==> config.mk <==
export PLATFORM = sky130hd
export DESIGN_NAME = load_ctrl
export DESIGN_NICKNAME = d
export VERILOG_FILES = /design/src/hdl/soml_pkg.sv /design/src/hdl/load_ctrl.sv
export SDC_FILE = /design/constraint.sdc
export NUM_CORES = 1
export LEC_CHECK = 0
export ABC_AREA = 0
export BUFFER_PORTS_ARGS = -buffer_cell sky130_fd_sc_hd__buf_2
export CAP_MARGIN = 20
export CORE_AREA = 2 2 106 108
export CTS_CLUSTER_DIAMETER = 150
export DETAILED_ROUTE_END_ITERATION = 10
export DIE_AREA = 0 0 108 110
export PLACE_DENSITY_LB_ADDON = 0.1
export SKIP_LAST_GASP = 1
export SYNTH_ARGS = -nofsm -noshare
export SYNTH_HDL_FRONTEND = slang
export SYNTH_SLANG_ARGS = --single-unit
==> constraint.sdc <==
create_clock -name clk -period 2.5 [get_ports clk]
set_input_delay 0.375 -clock clk [delete_from_list [all_inputs] [get_ports clk]]
set_output_delay 0.375 -clock clk [all_outputs]
set_load 0.01 [all_outputs]
==> src/hdl/soml_pkg.sv <==
package soml_pkg;

  // --------------------------------------------------------------------------
  // Dimensions
  // --------------------------------------------------------------------------

  // Width of one real or imaginary part
  parameter int sample_w = 32;

  // Channel matrix is mat_dim x mat_dim, stored row-major
  parameter int mat_dim   = 4;
  parameter int h_entries = mat_dim * mat_dim;

  // Received vector, split in two halves
  parameter int y_half    = 4;
  parameter int y_entries = 2 * y_half;

  // Lanes per packed row towards the matrix multiplier
  parameter int lanes = 2 * mat_dim;

  // Debug select width
  parameter int sel_w = 6;

  // --------------------------------------------------------------------------
  // Types
  // --------------------------------------------------------------------------

  typedef struct packed {
    logic [sample_w-1:0] re;
    logic [sample_w-1:0] im;
  } cplx_t;

  // One input stream beat, counted when valid is high at a clock edge
  typedef struct packed {
    logic  valid;
    cplx_t data;
  } sample_strobe_t;

  // Lanes 2j and 2j+1 of row k both carry H[j][k]
  typedef cplx_t [lanes-1:0] h_row_t;
  typedef h_row_t [mat_dim-1:0] h_rows_t;

  // Pair handed out per step, y1 from half one and y2 from half two
  typedef struct packed {
    cplx_t y1;
    cplx_t y2;
  } y_pair_t;

  typedef struct packed {
    logic       imag;
    logic       is_y;
    logic [1:0] row;
    logic [1:0] col;
  } dbg_sel_t;

endpackage

==> src/hdl/load_ctrl.sv <==
`timescale 1ns/1ps

module load_ctrl
  import soml_pkg::*;
(
  input  logic                         clk,
  input  logic                         rst,
  input  logic                         start_i,
  input  sample_strobe_t               h_i,
  input  sample_strobe_t               y_i,
  output logic                         h_we_o,
  output logic [$clog2(h_entries)-1:0] h_idx_o,
  output logic                         y_we_o,
  output logic [$clog2(y_entries)-1:0] y_idx_o,
  output cplx_t                        wr_data_h_o,
  output cplx_t                        wr_data_y_o,
  output logic                         hq_start_o,
  output logic                         restart_o
);

  typedef enum logic {
    ST_IDLE,
    ST_LOAD
  } state_t;

  state_t                       state_q;
  logic [$clog2(h_entries)-1:0] h_cnt_q;
  logic [$clog2(y_entries)-1:0] y_cnt_q;
  logic                         hq_start_q;
  logic                         h_last;

  // --------------------------------------------------------------------------
  // Write steering
  // --------------------------------------------------------------------------

  // Start wins over a sample seen in the same cycle
  assign h_we_o = (state_q == ST_LOAD) && h_i.valid && !start_i;
  assign y_we_o = (state_q == ST_LOAD) && y_i.valid && !start_i;

  assign h_idx_o     = h_cnt_q;
  assign y_idx_o     = y_cnt_q;
  assign wr_data_h_o = h_i.data;
  assign wr_data_y_o = y_i.data;

  // Both states accept start
  assign restart_o = start_i;

  // Last H entry of the matrix
  assign h_last = h_we_o && (h_cnt_q == h_entries - 1);

  // --------------------------------------------------------------------------
  // State and counters
  // --------------------------------------------------------------------------

  always_ff @(posedge clk or posedge rst) begin
    if (rst) begin
      state_q    <= ST_IDLE;
      h_cnt_q    <= '0;
      y_cnt_q    <= '0;
      hq_start_q <= 1'b0;
    end else begin
      hq_start_q <= h_last;
      if (start_i) begin
        state_q <= ST_LOAD;
        h_cnt_q <= '0;
        y_cnt_q <= '0;
      end else if (state_q == ST_LOAD) begin
        if (h_we_o) begin
          h_cnt_q <= h_cnt_q + 1'b1;
        end
        if (h_last) begin
          state_q <= ST_IDLE;
        end
        // Y index wraps from the last entry back to zero
        if (y_we_o) begin
          y_cnt_q <= y_cnt_q + 1'b1;
        end
      end
    end
  end

  assign hq_start_o = hq_start_q;

  // Multiplier start is a single-cycle pulse
  a_hq_start_pulse: assert property (
    @(posedge clk) disable iff (rst) hq_start_o |=> !hq_start_o
  );

  // An H write needs a start before it and no last entry in between
  a_h_we_in_load: assert property (
    @(posedge clk) disable iff (rst)
    h_we_o |-> $past(start_i) || $past(state_q == ST_LOAD && !h_last)
  );

endmodule

==> impl_metrics.csv <==
group,metric,value,unit
route,vias,492,
sta,slew_viol_final,0,
place,io_buffers,15,
route,totalWireLength,2.64,mm
clock_network,clock-sinks,9,
global_routing,grtUsageTotal,4.34,%
floorplanning,dieArea,11900,um2
clock_network,ctsRootBufferMaster,"clkbuf_8",
synth,yosysMostFrequentCell,"buf_4",
sta,tightest_slew,0.387,ns
clock_network,worstSkewPairLatency,0.24,ns
worst_setup_path,worstSetupPathType,"flip-flop to output port",
power_and_ir_drop,switching_share,25.2,%
synth,synth_nets,304,
floorplanning,ioPinCount,272,
floorplanning,initial_core_util,12.9,%
global_routing,grt_max_degree,12,
power_and_ir_drop,p_seq_share,42.8,%
power_and_ir_drop,comb_power_share,11.1,%
route,final_antenna_net_count,0,
sta,rsz0062_at_grt,"no",
synth,ys_warn_count,0,
finish,nNetsFinal,194,
worst_setup_path,crit_fanout,7,
power_and_ir_drop,p_per_area,536,nW/um2
route,vias_per_cell,2.48,
clock_network,cts_resized,0,
min_path,hp-class,"input pin to async pin",
power_and_ir_drop,internal_power,0.280,mW
power_and_ir_drop,p_switching,0.0944,mW
synth,yosys.area_share.simple,6.27,%
sta,finalSetupViolCount,0,
synth,synthXorXnorAreaFrac,2.55,%
synth,ys_ff_latch,9,
outcome,status,"completed",
worst_setup_path,crit_path_end_kind,"output port",
synth,synth_top_cell_by_area,"buf_4",
floorplanning,die_y,110,um
clock_network,cts_hold_buf,0,
synth,synth_flop_cell,"dfrtp_1",
synth,synth_fa_ha_area_share,1.82,%
finish,finalInstanceArea,699,um2
sta,setup_tns,0,ns
synth,synth-compound-area-share,2.09,%
global_routing,grt_pass1_wl,3.52,mm
finish,area_delta_synth_final,-49.2,%
synth,synth_cell_types,16,
route,first_pass_iters,4,
place,placed_cell_area,654,um2
route,drcViolationCount,0,
power_and_ir_drop,total_power,0.375,mW
finish,diodes,0,
floorplanning,die_x,108,um
worst_setup_path,cp_data_arrival_time,1.14,ns
synth,syn_inst,169,
route,wire_per_inst,13.3,um
sta,fmaxAchievable,659,MHz
synth,syn_area_per_cell,8.14,um2
power_and_ir_drop,peakVddDrop,103,uV
finish,drive_gt1_share,34.5,%
sta,hold_viol,0,
global_routing,antenna_found_initial,0,
synth,netlist.area_leader.share,70.4,%
place,dp_hpwl,2.25,mm
sta,slew_headroom,74.2,%
place,place_congestion,0.581,
global_routing,grt_pass1_vias,481,
route,drt_iter0_drc,22,
clock_network,cts_htree_levels,1,
worst_setup_path,cp_data_required_time,2.12,ns
synth,synthMuxAreaShare,0,%
synth,synth_top_family_by_area,"buffers and inverters",
global_routing,overflow,0,
synth,ys_seq_area_share,16.4,%
finish,post-route-util,6.54,%
power_and_ir_drop,pwr-share-clk,46.0,%
sta,post-route-period-util,60.7,%
clock_network,tritoncts,"done",
floorplanning,core_region_area,10700,um2
floorplanning,rows,38,
synth,ys_async_sr_fraction,100,%
clock_network,numCtsBuffers,3,
synth,syn_area,1380,um2
finish,fillers,1241,
job,drv_cap,0,
clock_network,cts.clk_slew.worst_paths,0.05,ns
sta,period_minus_slack,1.52,ns
worst_setup_path,cp-start-kind,"flip-flop",
clock_network,postCtsSetupRepairBufs,0,
clock_network,clockBufferDepth,2,
sta,clock_skew,0.00885,ns
synth,synthTopCellsByArea,"buf_4 70%, dfrtp_1 16%, xor2_1 2.5%, ha_1 1.8%, nand3_1 1.8%",
synth,synthTopCellsByCount,"129 x buf_4, 9 x dfrtp_1, 6 x nor2_1",
power_and_ir_drop,p_leak,0.291,nW
synth,synth_edf_count,0,
placed cells by master (no fill, tap or decap), drive strengths merged, types with 2 or more instances in the layout:
cell    Yosys  layout
a21oi       3       3
buf       129      15
clkbuf      1       4
dfrtp       9       9
ha          2       2
nand2       4       4
nand3       5       5
nor2        6       6
xor2        4       4
power by group through the flow:
stage,clock network [mW],registers (mW),logic [mW]
6_report,0.173,0.160,0.0418
3_5_place_dp,0,0.163,0.0426
2_1_floorplan,0,0.164,0.232
4_1_cts,0.179,0.161,0.0432
5_1_grt,0.189,0.161,0.0486
3_3_place_gp,0,0.163,0.0449
worst max-delay path, cell delays in order (launching register included):
cell     delay (ns)
dfrtp_1        0.49
nand2_2        0.13
nor2_1         0.14
buf_2          0.15
flip-flops by register name, summed over array words and instances, names as in the netlist:
| name | flops |
|---|---|
| hq_start_o | 1 |
| state_q | 1 |
| y_idx_o | 3 |
| h_idx_o | 4 |
stage by stage:
| step | std cells | setup slack, ns | hold WS [ns] |
|---|---|---|---|
| 2_1_floorplan | 169 | 1.36 | 0.203 |
| 4_1_cts | 198 | 0.967 | 0.124 |
| 6_report | 198 | 0.983 | 0.107 |
| 5_1_grt | 198 | 0.877 | 0.158 |
| 3_5_place_dp | 194 | 1.22 | 0.378 |
| 3_3_place_gp | 194 | 1.24 | 0.398 |
final timing paths:
path                            start          to  slack (ns)  cells after the start
setup / recovery              state_q      h_we_o        0.98                      3
hold / removal                    rst  h_idx_o[0]        0.11                      2
setup reg to reg              state_q  h_idx_o[3]        1.32                      3
hold reg to reg            y_idx_o[2]  y_idx_o[2]        0.54                      2
max in group asynchronous         rst     state_q        2.11                      2
min in group clk              y_i[64]  y_idx_o[1]        0.43                      3
cell families after synthesis:
group | Yosys count
buf+inv | 131
simple gates | 18
flops | 9
compound gates | 5
xor+xnor | 4
fa+ha+maj | 2
metal layers:
metal / track usage, % / up-vias / share of wire, %
li1: - / 171 / -
met1: 3.08 / 218 / 25
met2: 5.84 / 69 / 44
met3: 4.53 / 34 / 21
met4: 5.13 / 0 / 9.4
met5: 0 / - / 0
layout make-up:
type	count	area [um2]	share of cell area [%]
tap	140	175	25.0
inverter	1	3.75	0.537
clock buffer	4	45.0	6.44
timing repair buffer	15	75.1	10.7
multi-input combinational	29	175	25.0
sequential	9	225	32.2
(Power assumes the default switching activity.)
