## config.mk

```make
export PLATFORM = sky130hd
export DESIGN_NAME = rx_vector_store
export DESIGN_NICKNAME = d
export VERILOG_FILES = /design/src/hdl/soml_pkg.sv /design/src/hdl/rx_vector_store.sv
export SDC_FILE = /design/constraint.sdc
export NUM_CORES = 1
export LEC_CHECK = 0
export BUFFER_PORTS_ARGS = -buffer_cell sky130_fd_sc_hd__buf_2
export CELL_PAD_IN_SITES_DETAIL_PLACEMENT = 1
export CELL_PAD_IN_SITES_GLOBAL_PLACEMENT = 1
export CORE_MARGIN = 2
export CORE_UTILIZATION = 52
export CTS_BUF_LIST = sky130_fd_sc_hd__clkbuf_8
export CTS_CLUSTER_DIAMETER = 30
export DETAILED_ROUTE_END_ITERATION = 6
export PLACE_DENSITY = 0.91
export SYNTH_ARGS = -nofsm -noshare
export SYNTH_HDL_FRONTEND = slang
export SYNTH_SLANG_ARGS = --single-unit
```

## constraint.sdc

```tcl
create_clock -name clk -period 19.82 [get_ports clk]
set_clock_uncertainty 0.05 [all_clocks]
set_input_delay 1.982 -clock clk [delete_from_list [all_inputs] [get_ports clk]]
set_output_delay 1.982 -clock clk [all_outputs]
set_load 0.01 [all_outputs]
```

## src/hdl/soml_pkg.sv

```systemverilog
package soml_pkg;

  // --------------------------------------------------------------------------
  // Dimensions
  // --------------------------------------------------------------------------

  // Width of one real or imaginary part
  parameter int sample_w = 32;

  // Channel matrix is mat_dim x mat_dim, stored row-major
  parameter int mat_dim   = 4;
  parameter int h_entries = mat_dim * mat_dim;

  // Received vector, split in two halves
  parameter int y_half    = 4;
  parameter int y_entries = 2 * y_half;

  // Lanes per packed row towards the matrix multiplier
  parameter int lanes = 2 * mat_dim;

  // Debug select width
  parameter int sel_w = 6;

  // --------------------------------------------------------------------------
  // Types
  // --------------------------------------------------------------------------

  typedef struct packed {
    logic [sample_w-1:0] re;
    logic [sample_w-1:0] im;
  } cplx_t;

  // One input stream beat, counted when valid is high at a clock edge
  typedef struct packed {
    logic  valid;
    cplx_t data;
  } sample_strobe_t;

  // Lanes 2j and 2j+1 of row k both carry H[j][k]
  typedef cplx_t [lanes-1:0] h_row_t;
  typedef h_row_t [mat_dim-1:0] h_rows_t;

  // Pair handed out per step, y1 from half one and y2 from half two
  typedef struct packed {
    cplx_t y1;
    cplx_t y2;
  } y_pair_t;

  typedef struct packed {
    logic       imag;
    logic       is_y;
    logic [1:0] row;
    logic [1:0] col;
  } dbg_sel_t;

endpackage

```

## src/hdl/rx_vector_store.sv

```systemverilog
`timescale 1ns/1ps

module rx_vector_store
  import soml_pkg::*;
(
  input  logic                         clk,
  input  logic                         rst,
  input  logic                         we_i,
  input  logic [$clog2(y_entries)-1:0] idx_i,
  input  cplx_t                        data_i,
  input  logic                         restart_i,
  input  logic                         y_step_i,
  input  dbg_sel_t                     dbg_i,
  output y_pair_t                      y_pair_o,
  output logic [sample_w-1:0]          dbg_o
);

  // Half one holds samples 0..3, half two holds 4..7
  cplx_t                      y_mem1 [y_half];
  cplx_t                      y_mem2 [y_half];
  cplx_t                      conj_data;
  logic [$clog2(y_half)-1:0]  step_q;
  logic [$clog2(y_entries)-1:0] dbg_idx;
  cplx_t                      dbg_entry;

  // Samples are kept as their conjugate
  assign conj_data = '{re: data_i.re, im: -data_i.im};

  // --------------------------------------------------------------------------
  // Store
  // --------------------------------------------------------------------------

  always_ff @(posedge clk or posedge rst) begin
    if (rst) begin
      for (int i = 0; i < y_half; i++) begin
        y_mem1[i] <= '0;
        y_mem2[i] <= '0;
      end
    end else if (we_i) begin
      if (idx_i[2]) begin
        y_mem2[idx_i[1:0]] <= conj_data;
      end else begin
        y_mem1[idx_i[1:0]] <= conj_data;
      end
    end
  end

  // --------------------------------------------------------------------------
  // Step sequencer
  // --------------------------------------------------------------------------

  always_ff @(posedge clk or posedge rst) begin
    if (rst) begin
      step_q <= '0;
    end else if (restart_i) begin
      step_q <= '0;
    end else if (y_step_i) begin
      step_q <= step_q + 1'b1;
    end
  end

  // Zero whenever no step is requested
  assign y_pair_o = y_step_i ? '{y1: y_mem1[step_q], y2: y_mem2[step_q]} : '0;

  // Debug read, one list of eight indexed by row and the high col bit
  assign dbg_idx   = {dbg_i.row, dbg_i.col[1]};
  assign dbg_entry = dbg_idx[2] ? y_mem2[dbg_idx[1:0]] : y_mem1[dbg_idx[1:0]];
  assign dbg_o     = dbg_i.imag ? dbg_entry.im : dbg_entry.re;

  // Write index must name exactly one of the eight entries
  a_idx_known: assert property (
    @(posedge clk) disable iff (rst) we_i |-> !$isunknown(idx_i)
  );

endmodule

```

==> results.py <==
metrics = {
    "placed_design": {
        "routabilityCongestion": 0.787,
        "place_worst_setup_slack_ps": 12980,
        "port_buffers": 235,
        "place_hpwl_um": 57800,
    },
    "detailed_routing": {
        "drc_errors": 0,
        "wl_um": 107000,
        "drt-pass1-iter-count": 5,
        "vias_per_cell": 7.29,
        "detail-route-antenna-nets": 0,
        "routedWlPerCell_um": 36.5,
        "vias": 21400,
        "drt-initial-drc-count": 3185,
    },
    "timing": {
        "worstMarginPinSlew_ps": 1300,
        "hold_viol": 0,
        "holdWs_ps": 484,
        "fin_crit_ps": 6900,
        "final-setup-viol-count": 0,
        "relSlewSlack": 0.134,
        "fin_crit_sh": 0.348,
        "max_freq_mhz": 145,
        "rsz0062_at_grt": "no",
        "drv_slew": 0,
        "finalSetupTns_ps": 0,
        "setup_slack_ps": 12920,
    },
    "final_layout": {
        "layout-drive-gt1-share": 0.454,
        "nNetsFinal": 2244,
        "multiInputGateArea_sq_um": 13400,
        "area_delta_synth_final_pct": 15.4,
        "nFillCells": 4816,
        "regArea_sq_um": 12900,
    },
    "global_route": {
        "grt_pass1_vias": 22600,
        "grt_max_degree": 142,
        "grt_overflow": 0,
        "gr-usage-all-layers": 0.405,
        "grt_antenna_before_repair": 20,
        "grt_pass1_wl_um": 159000,
    },
    "logic_synthesis": {
        "ys_warn_count": 0,
        "synth_edf_count": 0,
        "async_flop_share": 1.00,
        "yosysTopAreaCell": "dfrtp_1",
        "synth_nets": 2038,
        "avgSynthCellArea_sq_um": 13.7,
        "ys_ff_latch": 514,
        "netlist_area_sq_um": 26800,
        "synth.top_cell.area_share": 0.479,
        "synth.most_common_cell": "dfrtp_1",
        "syn_inst": 1959,
        "synth.area.top_cells": "dfrtp_1 (48%), mux4_2 (24%), mux2_2 (11%), o21ai_0 (4.6%), nand2_1 (3.6%)",
        "yosysSeqAreaShare": 0.479,
        "synth.lib_cells_used.distinct": 38,
        "synth_top_cells_by_count": "dfrtp_1 (514), mux4_2 (288), mux2_2 (264)",
        "synthFlopType": "dfrtp_1",
    },
    "clocking": {
        "ctsResizeCount": 0,
        "cts_tree": "done",
        "post_cts_buffers": 0,
        "clk_pin_slew_ps": 60,
        "clk_latency_ps": 710,
        "cts_max_path_buffers": 3,
        "cts_root_buf": "clkbuf_8",
        "ctsHtreeMaxLevel": 3,
        "ctsHoldBuffers": 0,
        "cts_made_buffers": 105,
        "cts_sinks": 514,
    },
    "floorplanning": {
        "initial_core_util": 0.524,
        "die_y_um": 231,
        "die_x_um": 231,
        "io_pins": 238,
        "core_sq_um": 51200,
        "die_area_sq_um": 53500,
        "rows": 83,
    },
    "worst_setup_path": {
        "required_ps": 17790,
        "slowest_stage": "buf_4",
        "cp-end-kind": "primary output",
        "start_kind": "primary input",
        "slowest_delay_ps": 810,
        "path_class": "primary input to primary output",
        "cp_cell_sequence": "clkbuf_8 -> buf_4 -> mux4_2 -> mux4_2 -> buf_2",
        "path_buf_inv": 3,
        "r2r_start": "step_q[0]$_DFFE_PP0P_",
        "arrival_ps": 4870,
        "cp_max_fo": 43,
        "path_common_cell": "mux4_2",
        "cp_top_family": "buffers and inverters",
        "crit_start": "dbg_i[1]",
    },
    "flow_run": {
        "drv_cap": 0,
    },
    "power": {
        "leakagePower_nw": 13.5,
        "peakVddDrop_mv": 0.0595,
        "pwr_density_cell_nw_per_um2": 122,
    },
    "hold_path": {
        "min-delay-start": "y_mem2[52]$_DFFE_PP0P_",
        "hold_path.class": "register to register",
    },
    "run_status": {
        "status": "completed",
    },
}
==> power by group <==
| group | internal [mW] | switching (mW) |
|---|---|---|
| Combinational | 0.436 | 0.454 |
| Clock | 0.789 | 0.570 |
| Sequential | 1.27 | 0.249 |
==> flip-flops by register name, summed over array words and instances (netlist names) <==
| name | flops |
|---|---|
| y_mem2 | 256 |
| y_mem1 | 256 |
| step_q | 2 |
==> per-layer routing <==
| metal | GRT usage | vias up | wire length [um] | part of all wire |
|---|---|---|---|---|
| met5 | 0 | - | 127 | 0.0012 |
| met1 | 0.524 | 11300 | 38000 | 0.35 |
| met2 | 0.626 | 1937 | 50300 | 0.47 |
| met3 | 0.134 | 449 | 13200 | 0.12 |
| li1 | - | 7732 | - | - |
| met4 | 0.181 | 20 | 5560 | 0.052 |
==> cells by family (layout without fill, tap and decap cells) <==
family,after synthesis,after routing,synth area share
adder cells (fa/ha/maj),1,1,0.000466
AO/OA/AOI/OAI,248,248,0.0462
other,0,9,0
AND/OR/NAND/NOR,450,450,0.0837
XOR/XNOR,32,32,0.0118
flip-flops,514,514,0.479
multiplexers,552,552,0.352
buffers and inverters,162,453,0.0263
==> area by class of cell <==
class	instances	share of cell area
Antenna cell	9	0.000727
Clock inverter	71	0.0269
Sequential cell	514	0.415
Tap cell	680	0.0275
Inverter	3	0.000606
Timing Repair Buffer	258	0.0440
Clock buffer	121	0.0538
Multi-Input combinational cell	1283	0.431
==> cell usage in the layout (no fill, tap or decap), drive strengths merged <==
master,netlist,final
nor3b,2,2
nor2,13,13
o21ai,248,248
nand2b,1,1
nand4,3,3
and2b,1,1
mux2,264,264
buf,57,257
xnor2,8,8
clkinv,0,30
or2,2,2
nand3b,2,2
mux4,288,288
nor4,13,13
or4,3,3
dfrtp,514,514
nor4b,1,1
inv,3,14
nand3,6,6
ha,1,1
diode,0,9
clkinvlp,0,13
bufinv,0,17
and2,129,129
nor3,10,10
nor2b,3,3
clkbuf,102,122
xor2,24,24
or3,3,3
nand2,258,258
==> through the flow <==
step	area, sq um	power [mW]	std cells	util
CTS	31000	3.71	2930	0.605
finish	31000	3.77	2939	0.605
global route	31000	3.84	2936	0.605
detailed placement	28500	2.29	2738	0.556
floorplan	26800	1.95	1959	-
global placement	28500	2.17	2738	0.556
==> path summary, 6_finish.rpt <==
path	end	slack (ps)	depth (start not counted)
min in group asynchronous	y_mem1[54]$_DFFE_PP0P_	1410	2
worst max register to register	step_q[1]$_DFFE_PP0P_	18200	3
max in group asynchronous	y_mem1[133]$_DFFE_PP0P_	15630	4
worst min register to register	y_mem2[52]$_DFFE_PP0P_	480	1
worst min-delay path	y_mem2[52]$_DFFE_PP0P_	480	1
worst max-delay path	dbg_o[18]	12920	5
No activity file was read; power rests on OpenSTA's default activity.
