<file path="src/hdl/soml_pkg.sv">
package soml_pkg;

  // --------------------------------------------------------------------------
  // Dimensions
  // --------------------------------------------------------------------------

  // Width of one real or imaginary part
  parameter int sample_w = 32;

  // Channel matrix is mat_dim x mat_dim, stored row-major
  parameter int mat_dim   = 4;
  parameter int h_entries = mat_dim * mat_dim;

  // Received vector, split in two halves
  parameter int y_half    = 4;
  parameter int y_entries = 2 * y_half;

  // Lanes per packed row towards the matrix multiplier
  parameter int lanes = 2 * mat_dim;

  // Debug select width
  parameter int sel_w = 6;

  // --------------------------------------------------------------------------
  // Types
  // --------------------------------------------------------------------------

  typedef struct packed {
    logic [sample_w-1:0] re;
    logic [sample_w-1:0] im;
  } cplx_t;

  // One input stream beat, counted when valid is high at a clock edge
  typedef struct packed {
    logic  valid;
    cplx_t data;
  } sample_strobe_t;

  // Lanes 2j and 2j+1 of row k both carry H[j][k]
  typedef cplx_t [lanes-1:0] h_row_t;
  typedef h_row_t [mat_dim-1:0] h_rows_t;

  // Pair handed out per step, y1 from half one and y2 from half two
  typedef struct packed {
    cplx_t y1;
    cplx_t y2;
  } y_pair_t;

  typedef struct packed {
    logic       imag;
    logic       is_y;
    logic [1:0] row;
    logic [1:0] col;
  } dbg_sel_t;

endpackage

</file>
<file path="src/hdl/input_sync.sv">
`timescale 1ns/1ps

module input_sync
  import soml_pkg::*;
#(
  parameter int SYNC_STAGES = 2
) (
  input  logic           clk,
  input  logic           rst,
  input  logic           start_i,
  input  sample_strobe_t h_i,
  input  sample_strobe_t y_i,
  output logic           start_o,
  output sample_strobe_t h_o,
  output sample_strobe_t y_o
);

  // One stage holds start and both streams so they stay aligned
  typedef struct packed {
    logic           start;
    sample_strobe_t h;
    sample_strobe_t y;
  } stage_t;

  stage_t stage_q [SYNC_STAGES];

  always_ff @(posedge clk or posedge rst) begin
    if (rst) begin
      for (int i = 0; i < SYNC_STAGES; i++) begin
        stage_q[i] <= '0;
      end
    end else begin
      stage_q[0] <= '{start: start_i, h: h_i, y: y_i};
      for (int i = 1; i < SYNC_STAGES; i++) begin
        stage_q[i] <= stage_q[i-1];
      end
    end
  end

  assign start_o = stage_q[SYNC_STAGES-1].start;
  assign h_o     = stage_q[SYNC_STAGES-1].h;
  assign y_o     = stage_q[SYNC_STAGES-1].y;

  // A zero-depth chain would leave the outputs undriven
  if (SYNC_STAGES < 1) begin : g_stages_check
    $error("SYNC_STAGES must be at least one");
  end

endmodule

</file>
<file path="config.mk">
export PLATFORM = sky130hd
export DESIGN_NAME = input_sync
export DESIGN_NICKNAME = d
export VERILOG_FILES = /design/src/hdl/soml_pkg.sv /design/src/hdl/input_sync.sv
export SDC_FILE = /design/constraint.sdc
export NUM_CORES = 1
export LEC_CHECK = 0
export ABC_AREA = 1
export BUFFER_PORTS_ARGS = -buffer_cell sky130_fd_sc_hd__buf_2
export CAP_MARGIN = 20
export CORE_UTILIZATION = 51
export CTS_CLUSTER_SIZE = 10
export DETAILED_ROUTE_END_ITERATION = 12
export PLACE_DENSITY = 0.87
export SYNTH_ARGS = -nofsm -noshare
export SYNTH_HDL_FRONTEND = slang
export SYNTH_SLANG_ARGS = --single-unit
</file>
<file path="constraint.sdc">
create_clock -name clk -period 13 [get_ports clk]
set_input_delay 0 -clock clk [delete_from_list [all_inputs] [get_ports clk]]
set_output_delay 0 -clock clk [all_outputs]
set_load 0.02 [all_outputs]
</file>
==> impl_metrics.csv, run 1 <==
group,metric,value,unit
outcome,status,"complete, no violations",
critical_path,startpoint,"rst",
timing,worst_clock_skew,19.75,ps
critical_path,worstPathCellList,"dlygate4sd3_1 > buf_2 > inv_8 > buf_4 > buf_16 > buf_4",
timing,hold_violations,0,
critical_path,max_stage_delay,690,ps
die,die_x,123.6,um
timing,setup_viol,0,
routing,wl_per_cell,17.38,um
clock_tree,ctsHoldBuffers,132,
yosys,post_synth_num_cell_types,3,
routing,viasPerCell,4.311,
critical_path,required,13550,ps
yosys,synth_warnings,0,
die,die_area,15270,um^2
timing,max_slew_margin,0.4791,
final_layout,drive_gt1_frac,0.4315,
timing,fin_hold_ws,111.0,ps
placement,io_buffers,263,
critical_path,cp-end-kind,"async pin",
clock_tree,clkSinkCount,262,
critical_path,cp_max_fo,106,
yosys,yosysTopAreaCellShare,0.8700,
critical_path,worstReg2RegStart,"stage_q[181]",
final_layout,final_cells,878,
pwr,p_leak,5.048,nW
timing,fin_crit_sh,0.1690,
flow_run,drv_cap,0,
clock_tree,cts_resized,0,
clock_tree,cts_setup_buffers,0,
yosys,postSynthCellCount,393,
hold_path,hold_path_class,"primary input to register",
die,initial_core_util,0.5205,
clock_tree,cts.htree.levels,1,
timing,max_clock_freq,0.4552,GHz
die,num_rows,44,
pwr,p_per_area,164.0,nW/um^2
final_layout,syn2layout_area_growth,36.10,%
critical_path,r2r_cells,0,
timing,tns,0,ps
final_layout,final_nets,826,
global_routing,antenna_found_initial,0,
clock_tree,cts_buffer_depth,3,
timing,rsz0062_at_grt,"false",
die,pin_count,264,
routing,firstDrtPassIters,4,
critical_path,crit_slowest_cell,"buf_4",
clock_tree,insertion_delay,530,ps
clock_tree,cts_tree,"done",
critical_path,worst_path_most_repeated_cell,"buf_4",
yosys,seq_area_frac_synth,0.8700,
global_routing,grt.total_usage,0.2019,
timing,fin_crit,2197,ps
final_layout,multi_input_area,0,um^2
global_routing,grt_max_degree,107,
hold_path,min_path_cells,2,
hold_path,min_from,"y_i[0]",
global_routing,grt_pass1_vias,4351,
timing,slew_viol_final,0,
placement,place_hpwl,7925,um
routing,wl,15260,um
critical_path,cp.arrival,2750,ps
routing,vias,3785,
routing,drt_iter0_markers,160,
routing,ant_nets,0,
global_routing,grt_pass1_wl,22390,um
critical_path,path_class,"primary input to async pin",
placement,place_congestion,0.7347,
clock_tree,cts_buffers,30,
yosys,avgSynthCellArea,19.18,um^2
global_routing,grt-ovfl-total,0,
yosys,syn_nets,526,
timing,tightest_slew,781.3,ps
critical_path,crit_path_start_kind,"primary input",
die,coreArea,14480,um^2
yosys,synthTopCellsByArea,"dfrtp_1 (87%), buf_4 (13%), inv_1 (0.050%)",
yosys,synth_seq_cells,262,
final_layout,multiInputCombCellCount,0,
clock_tree,cts.reportedPaths.clkPinSlew,60,ps
yosys,yosysTopAreaCell,"dfrtp_1",
yosys,synth_area,7536,um^2
routing,drc,0,
pwr,irDropWorstVdd,139.7,uV
placement,dp.cells,712,
die,dieHeight,123.6,um
clock_tree,root_buffer,"clkbuf_16",
[synth_stat cells, drive strengths merged]
cell,n
dfrtp,262
buf,130
inv,1
[cells by family (layout without fill, tap and decap cells)]
logic type,after synthesis,count (layout),synth area share
flip-flops,262,262,0.8700
buffers and inverters,131,431,0.1300
other,0,1,0
[placed cells by master, fill, tap and decap left out, drive strengths merged]
cell         instances
buf                266
dfrtp              262
dlygate4sd3        132
clkbuf              30
inv                  2
diode                1
clkinv               1
[critical path: cells and delay by family]
kind                   cells  cell delay [ps]
buffers and inverters      6             2580
[cell type report]
class,instances,area [um^2]
clock inverters,2,25.02
well taps,184,230.2
clock buffers,30,750.7
diodes,1,2.502
repair buffers,398,2680
fillers,859,4223
flip-flops and latches,262,6556
inverters,1,11.26
[worst paths after layout]
check                                to  slack, ps
max                             y_o[39]      10800
min                        stage_q[131]        110
max reg2reg                     y_o[50]      12490
min reg2reg                     y_o[53]        340
max in group clk                y_o[58]      11900
min in group asynchronous  stage_q[235]        170
[state kept, by name (all words and copies together), names as in the netlist]
name and flops:
y_o 65, stage_q 131, start_o 1, h_o 65
[stage by stage]
step                setup WS [ps]  instance area [um^2]  power (mW)  utilization
floorplan                    5788                  7536      0.9494            -
global placement            10600                  8129      0.9657       0.5614
detailed placement          10470                  8129      0.9696       0.5614
CTS                         10460                 10230       1.692       0.7063
global route                10460                 10250       1.745       0.7082
finish                      10800                 10260       1.682       0.7083
[metal layers]
layer	GRT usage	share of wire	wire length [um]	vias up
li1	-	-	-	1652
met1	0.2188	0.36	5435	1932
met2	0.3743	0.55	8415	172
met3	0.06181	0.071	1089	29
met4	0.06325	0.021	322	0
met5	0	0	0	-
[power breakdown]
part | internal, mW | switching (mW)
Clock | 0.405 | 0.287
Sequential | 0.858 | 0.0131
Combinational | 0.0551 | 0.0646
Total | 1.32 | 0.364
Note: power is estimated with default switching activity, not from simulation.
==> inputs of run 2 (changes only) <==
Settings changed: CORE_UTILIZATION 51 to 49, PLACE_DENSITY 0.87 to 0.85.
Clock period 13 ns to 2.1 ns, I/O delays scaled along.
==> run 2 against run 1 <==
Against the previous run: die area rose by 4.0%; first-iteration DRC count fell by 29%; flip-flop and latch count did not move; cell count rose by 0.68%; critical path type is now register to output port; critical path depth fell by 5; sequential power rose to 6.2 times the previous value; register-to-register slack got worse by 11000 ps; non-clock buffer count rose by 5; sequential share of layout area fell by 0.55 points; global-route usage rose by 0.20 points; utilization fell by 0.72 points.
==> impl_metrics.csv, run 2 (synthesis results as in run 1) <==
group,metric,value,unit
clock_tree,cts_buffers,30,
clock_tree,root_buffer,"clkbuf_16",
flow_run,drv_cap,0,
global_routing,antenna_found_initial,1,
timing,max_clock_freq,0.9238,GHz
placement,dp.cells,718,
final_layout,multi_input_area,0,um^2
placement,io_buffers,263,
routing,drc,0,
routing,top_layer,"met4",
timing,setup_viol,0,
final_layout,fillerInstances,913,
die,die_x,126.0,um
timing,hold_violations,0,
clock_tree,cts_buffer_depth,3,
final_layout,final_area,10340,um^2
clock_tree,cts_resized,0,
critical_path,crit_path_start_kind,"register",
final_layout,fin_util,0.7012,
timing,fin_crit_sh,0.5155,
die,dieHeight,126.0,um
timing,worst_clock_skew,6.339,ps
final_layout,layout.cells.most_common,"buf_2",
pwr,p_per_area,1012,nW/um^2
routing,ant_nets,0,
placement,place_area,8233,um^2
clock_tree,clkSinkCount,262,
global_routing,grt.total_usage,0.2038,
final_layout,syn2layout_area_growth,37.27,%
final_layout,regMostFlops,"stage_q",
timing,max_slew_margin,0.7021,
global_routing,grt-ovfl-total,0,
clock_tree,cts.htree.levels,1,
timing,tightest_slew,445.9,ps
clock_tree,cts_setup_buffers,0,
global_routing,grt_max_degree,85,
timing,final.setup.worst_slack,1017,ps
timing,rsz0062_at_grt,"false",
clock_tree,insertion_delay,520,ps
placement,place_hpwl,8583,um
hold_path,hold_path_class,"primary input to async pin",
critical_path,crit_slowest_cell,"dfrtp_1",
critical_path,rrSetupSlack,1580,ps
clock_tree,cts_tree,"done",
critical_path,worstPathCellList,"buf_2",
placement,dp_slack,1311,ps
final_layout,seq_area,6556,um^2
final_layout,drive_gt1_frac,0.4363,
timing,slew_viol_final,0,
final_layout,final_cell_mix,"buf_2 (263), dfrtp_1 (262), dlygate4sd3_1 (132), clkbuf_16 (31), buf_12 (5)",
die,coreArea,14750,um^2
die,die_area,15880,um^2
outcome,status,"complete, no violations",
timing,fin_crit,1083,ps
final_layout,final_cells,884,
routing,wl_met2,8418,um
final_layout,multiInputCombCellCount,0,
global_routing,grt_pass1_wl,24160,um
routing,vias,3845,
routing,dr_wl_met3,1103,um
pwr,report.power.total,10.47,mW
timing,tns,0,ps
pwr,irDropWorstVdd,1020,uV
pwr,p_leak,5.087,nW
routing,wl,15700,um
routing,wl_per_cell,17.76,um
critical_path,cp.arrival,1080,ps
routing,met1_length,5600,um
critical_path,required,2100,ps
die,pin_count,264,
placement,place_congestion,0.6960,
global_routing,grt_pass1_vias,4598,
critical_path,cp.buffers_inverters,1,
clock_tree,cts.reportedPaths.clkPinSlew,50,ps
timing,fin_hold_ws,43.14,ps
critical_path,max_stage_delay,390,ps
routing,drt_iter0_markers,113,
final_layout,largest_register_ffs,131,
critical_path,cp_max_fo,1,
critical_path,path_delay_family,"flip-flops",
die,initial_core_util,0.5108,
die,num_rows,44,
critical_path,cp-end-kind,"output port",
critical_path,path_class,"register to output port",
routing,viasPerCell,4.350,
routing,firstDrtPassIters,4,
final_layout,final_nets,831,
## run 2: where the power goes
group | leakage, nW | internal (mW) | total (mW) | switching [mW]
combinational | 1.65 | 0.356 | 0.767 | 0.411
sequential | 3.05 | 5.31 | 5.39 | 0.0797
clock | 0.386 | 2.57 | 4.31 | 1.75
## run 2: routing by layer
| metal | GRT usage | up-vias |
|---|---|---|
| met4 | 0.08079 | 0 |
| met1 | 0.2174 | 1938 |
| li1 | - | 1666 |
| met5 | 0 | - |
| met2 | 0.3806 | 200 |
| met3 | 0.05565 | 41 |
## run 2: area by class of cell
type	instances	area share
antenna	1	0.0002419
clock buffer	31	0.07499
clock inverter	2	0.001209
inverter	1	0.0007257
sequential	262	0.6338
tap	184	0.02225
timing repair buffer	403	0.2668
## run 2: worst paths after layout
| kind | start | endpoint | cells after the start |
|---|---|---|---|
| setup / recovery | h_o[50] | h_o[50] | 1 |
| hold / removal | rst | h_o[11] | 3 |
| setup reg to reg | stage_q[173] | y_o[42] | 0 |
| hold reg to reg | stage_q[249] | h_o[53] | 0 |
| max in group asynchronous | rst | stage_q[183] | 4 |
| min in group clk | h_i[23] | stage_q[219] | 2 |
## run 2: what timing repair did
action	4_1_cts	5_1_grt
hold buffers	132	0
endpoints found under the setup margin	0	0
hold endpoints to repair	311	0
==> inputs of run 3 (changes only) <==
Settings changed: CORE_UTILIZATION 49 to 44, PLACE_DENSITY 0.85 to 0.81.
Clock period 2.1 ns to 0.97 ns, I/O delays scaled along.
==> run 3 against run 2 <==
Against the previous run: the flow now finishes with violations (setup timing); design area grew 9.1%; utilization shrank 2.3 points; sequential power grew 120%; combinational power grew to 2.6 times the previous value; register-to-register slack lost 1100 ps; sequential share of layout area shrank 5.3 points; cell count grew 5.0%; flip-flop and latch count is the same; worst setup slack lost 1100 ps; critical endpoint is now h_o[23].
==> impl_metrics.csv, run 3 (synthesis results as in run 1) <==
group,metric,value,unit
global_routing,grt-ovfl-total,0,
final_layout,largest_register_ffs,131,
routing,firstDrtPassIters,4,
pwr,report.power.total,23.31,mW
critical_path,crit_slowest_cell,"dfrtp_1",
pwr,irDropWorstVdd,1492,uV
critical_path,max_stage_delay,400,ps
timing,final.setup.worst_slack,-92.00,ps
die,die_x,132.9,um
global_routing,grt_max_degree,57,
critical_path,cp.arrival,1060,ps
routing,ant_nets,0,
routing,drt_iter0_markers,59,
timing,rsz0062_at_grt,"true",
die,pin_count,264,
routing,vias,3870,
timing,fin_crit,1062,ps
critical_path,crit_path_start_kind,"register",
clock_tree,cts_tree,"done",
hold_path,min_to,"stage_q[132]",
outcome,violations,"setup timing",
critical_path,path_class,"register to output port",
clock_tree,cts_buffers,30,
routing,wl_per_cell,17.54,um
placement,io_buffers,263,
final_layout,multi_input_area,0,um^2
timing,slew_viol_final,0,
final_layout,drive_gt1_frac,0.4413,
timing,tns,-7635,ps
pwr,p_per_area,2065,nW/um^2
final_layout,final_cell_mix,"dfrtp_1 (262), dlygate4sd3_1 (132), buf_2 (132), buf_6 (131), clkbuf_16 (31)",
clock_tree,cts.reportedPaths.clkPinSlew,50,ps
pwr,p_leak,5.413,nW
placement,place_hpwl,9237,um
placement,place_congestion,0.7672,
critical_path,worstPathCellList,"buf_6",
global_routing,antenna_found_initial,1,
hold_path,min_path_cells,2,
final_layout,seq_area,6556,um^2
final_layout,layout.cells.most_common,"dfrtp_1",
timing,hold_violations,0,
die,die_area,17650,um^2
die,num_rows,47,
critical_path,cp.buffers_inverters,1,
timing,fin_crit_sh,1.095,
critical_path,required,970,ps
clock_tree,clkSinkCount,262,
outcome,status,"complete, but fails checks",
routing,drc,0,
final_layout,regMostFlops,"stage_q",
clock_tree,root_buffer,"clkbuf_16",
global_routing,grt_pass1_wl,25380,um
flow_run,drv_cap,0,
critical_path,cp-end-kind,"output port",
final_layout,syn2layout_area_growth,49.79,%
timing,setup_viol,131,
critical_path,cp_max_fo,1,
die,initial_core_util,0.4528,
clock_tree,cts_buffer_depth,3,
hold_path,hold_path_class,"primary input to register",
critical_path,rrSetupSlack,440,ps
final_layout,fillerInstances,1045,
critical_path,r2r-end,"y_o[53]",
global_routing,grt.total_usage,0.1930,
die,dieHeight,132.9,um
routing,viasPerCell,4.170,
timing,worst_clock_skew,5.941,ps
final_layout,multiInputCombCellCount,0,
routing,wl,16280,um
clock_tree,insertion_delay,520,ps
timing,max_slew_margin,0.8136,
hold_path,min_from,"y_i[1]",
global_routing,grt_pass1_vias,4802,
timing,tightest_slew,279.7,ps
critical_path,r2r_cells,0,
die,coreArea,16640,um^2
timing,max_clock_freq,0.9416,GHz
critical_path,worstReg2RegStart,"stage_q[184]",
clock_tree,cts.htree.levels,1,
final_layout,final_nets,838,
critical_path,path_delay_family,"flip-flops",
run 3: cell type report:
cell class | instances | area share
clock buffers | 32 | 0.06905
flip-flops and latches | 262 | 0.5808
inverters | 1 | 0.0006650
diodes | 1 | 0.0002217
well taps | 220 | 0.02438
repair buffers | 410 | 0.3218
clock inverters | 2 | 0.003104
run 3: through the flow:
stage	util	worst slack (ps)	hold slack [ps]	cells	cell area, um^2
after global placement	0.5006	428.3	71.26	761	8330
after CTS	0.6781	-120.6	84.07	927	11290
after detailed placement	0.5006	404.3	77.86	761	8330
final	0.6783	-92.00	111.1	928	11290
after floorplan	-	-2486	31.43	393	7540
after global routing	0.6783	-122.7	103.7	928	11290
run 3: how the worst max path moves through the flow:
stage | startpoint | to | slack, ps | cells past startpoint
floorplan | rst | h_o[0] | -2490 | 1
global placement | rst | stage_q[215] | 430 | 4
detailed placement | rst | h_o[53] | 400 | 4
CTS | y_o[32] | y_o[32] | -120 | 1
global route | h_o[32] | h_o[32] | -120 | 1
finish | h_o[23] | h_o[23] | -90 | 1
run 3: per-layer routing:
layer | up-vias | part of all wire | track usage
li1 | 1685 | - | -
met1 | 1950 | 0.32 | 0.1896
met2 | 190 | 0.58 | 0.3752
met3 | 45 | 0.061 | 0.04636
met4 | 0 | 0.038 | 0.09004
met5 | - | 0 | 0
run 3: timing repair:
action | CTS | global route
setup endpoints to repair | 131 | 131
buffers inserted | 0 | 0
endpoints found under the hold margin | 393 | 0
hold buffers | 132 | 0
gates resized for setup | 262 | 0
run 3: power breakdown:
group / internal, mW / switching, mW / total, mW / leakage [nW]
Sequential: 11.5 / 0.246 / 11.7 / 3.05
Clock: 5.83 / 3.73 / 9.56 / 0.401
Combinational: 1.12 / 0.891 / 2.01 / 1.96
Total: 18.4 / 4.87 / 23.3 / 5.41
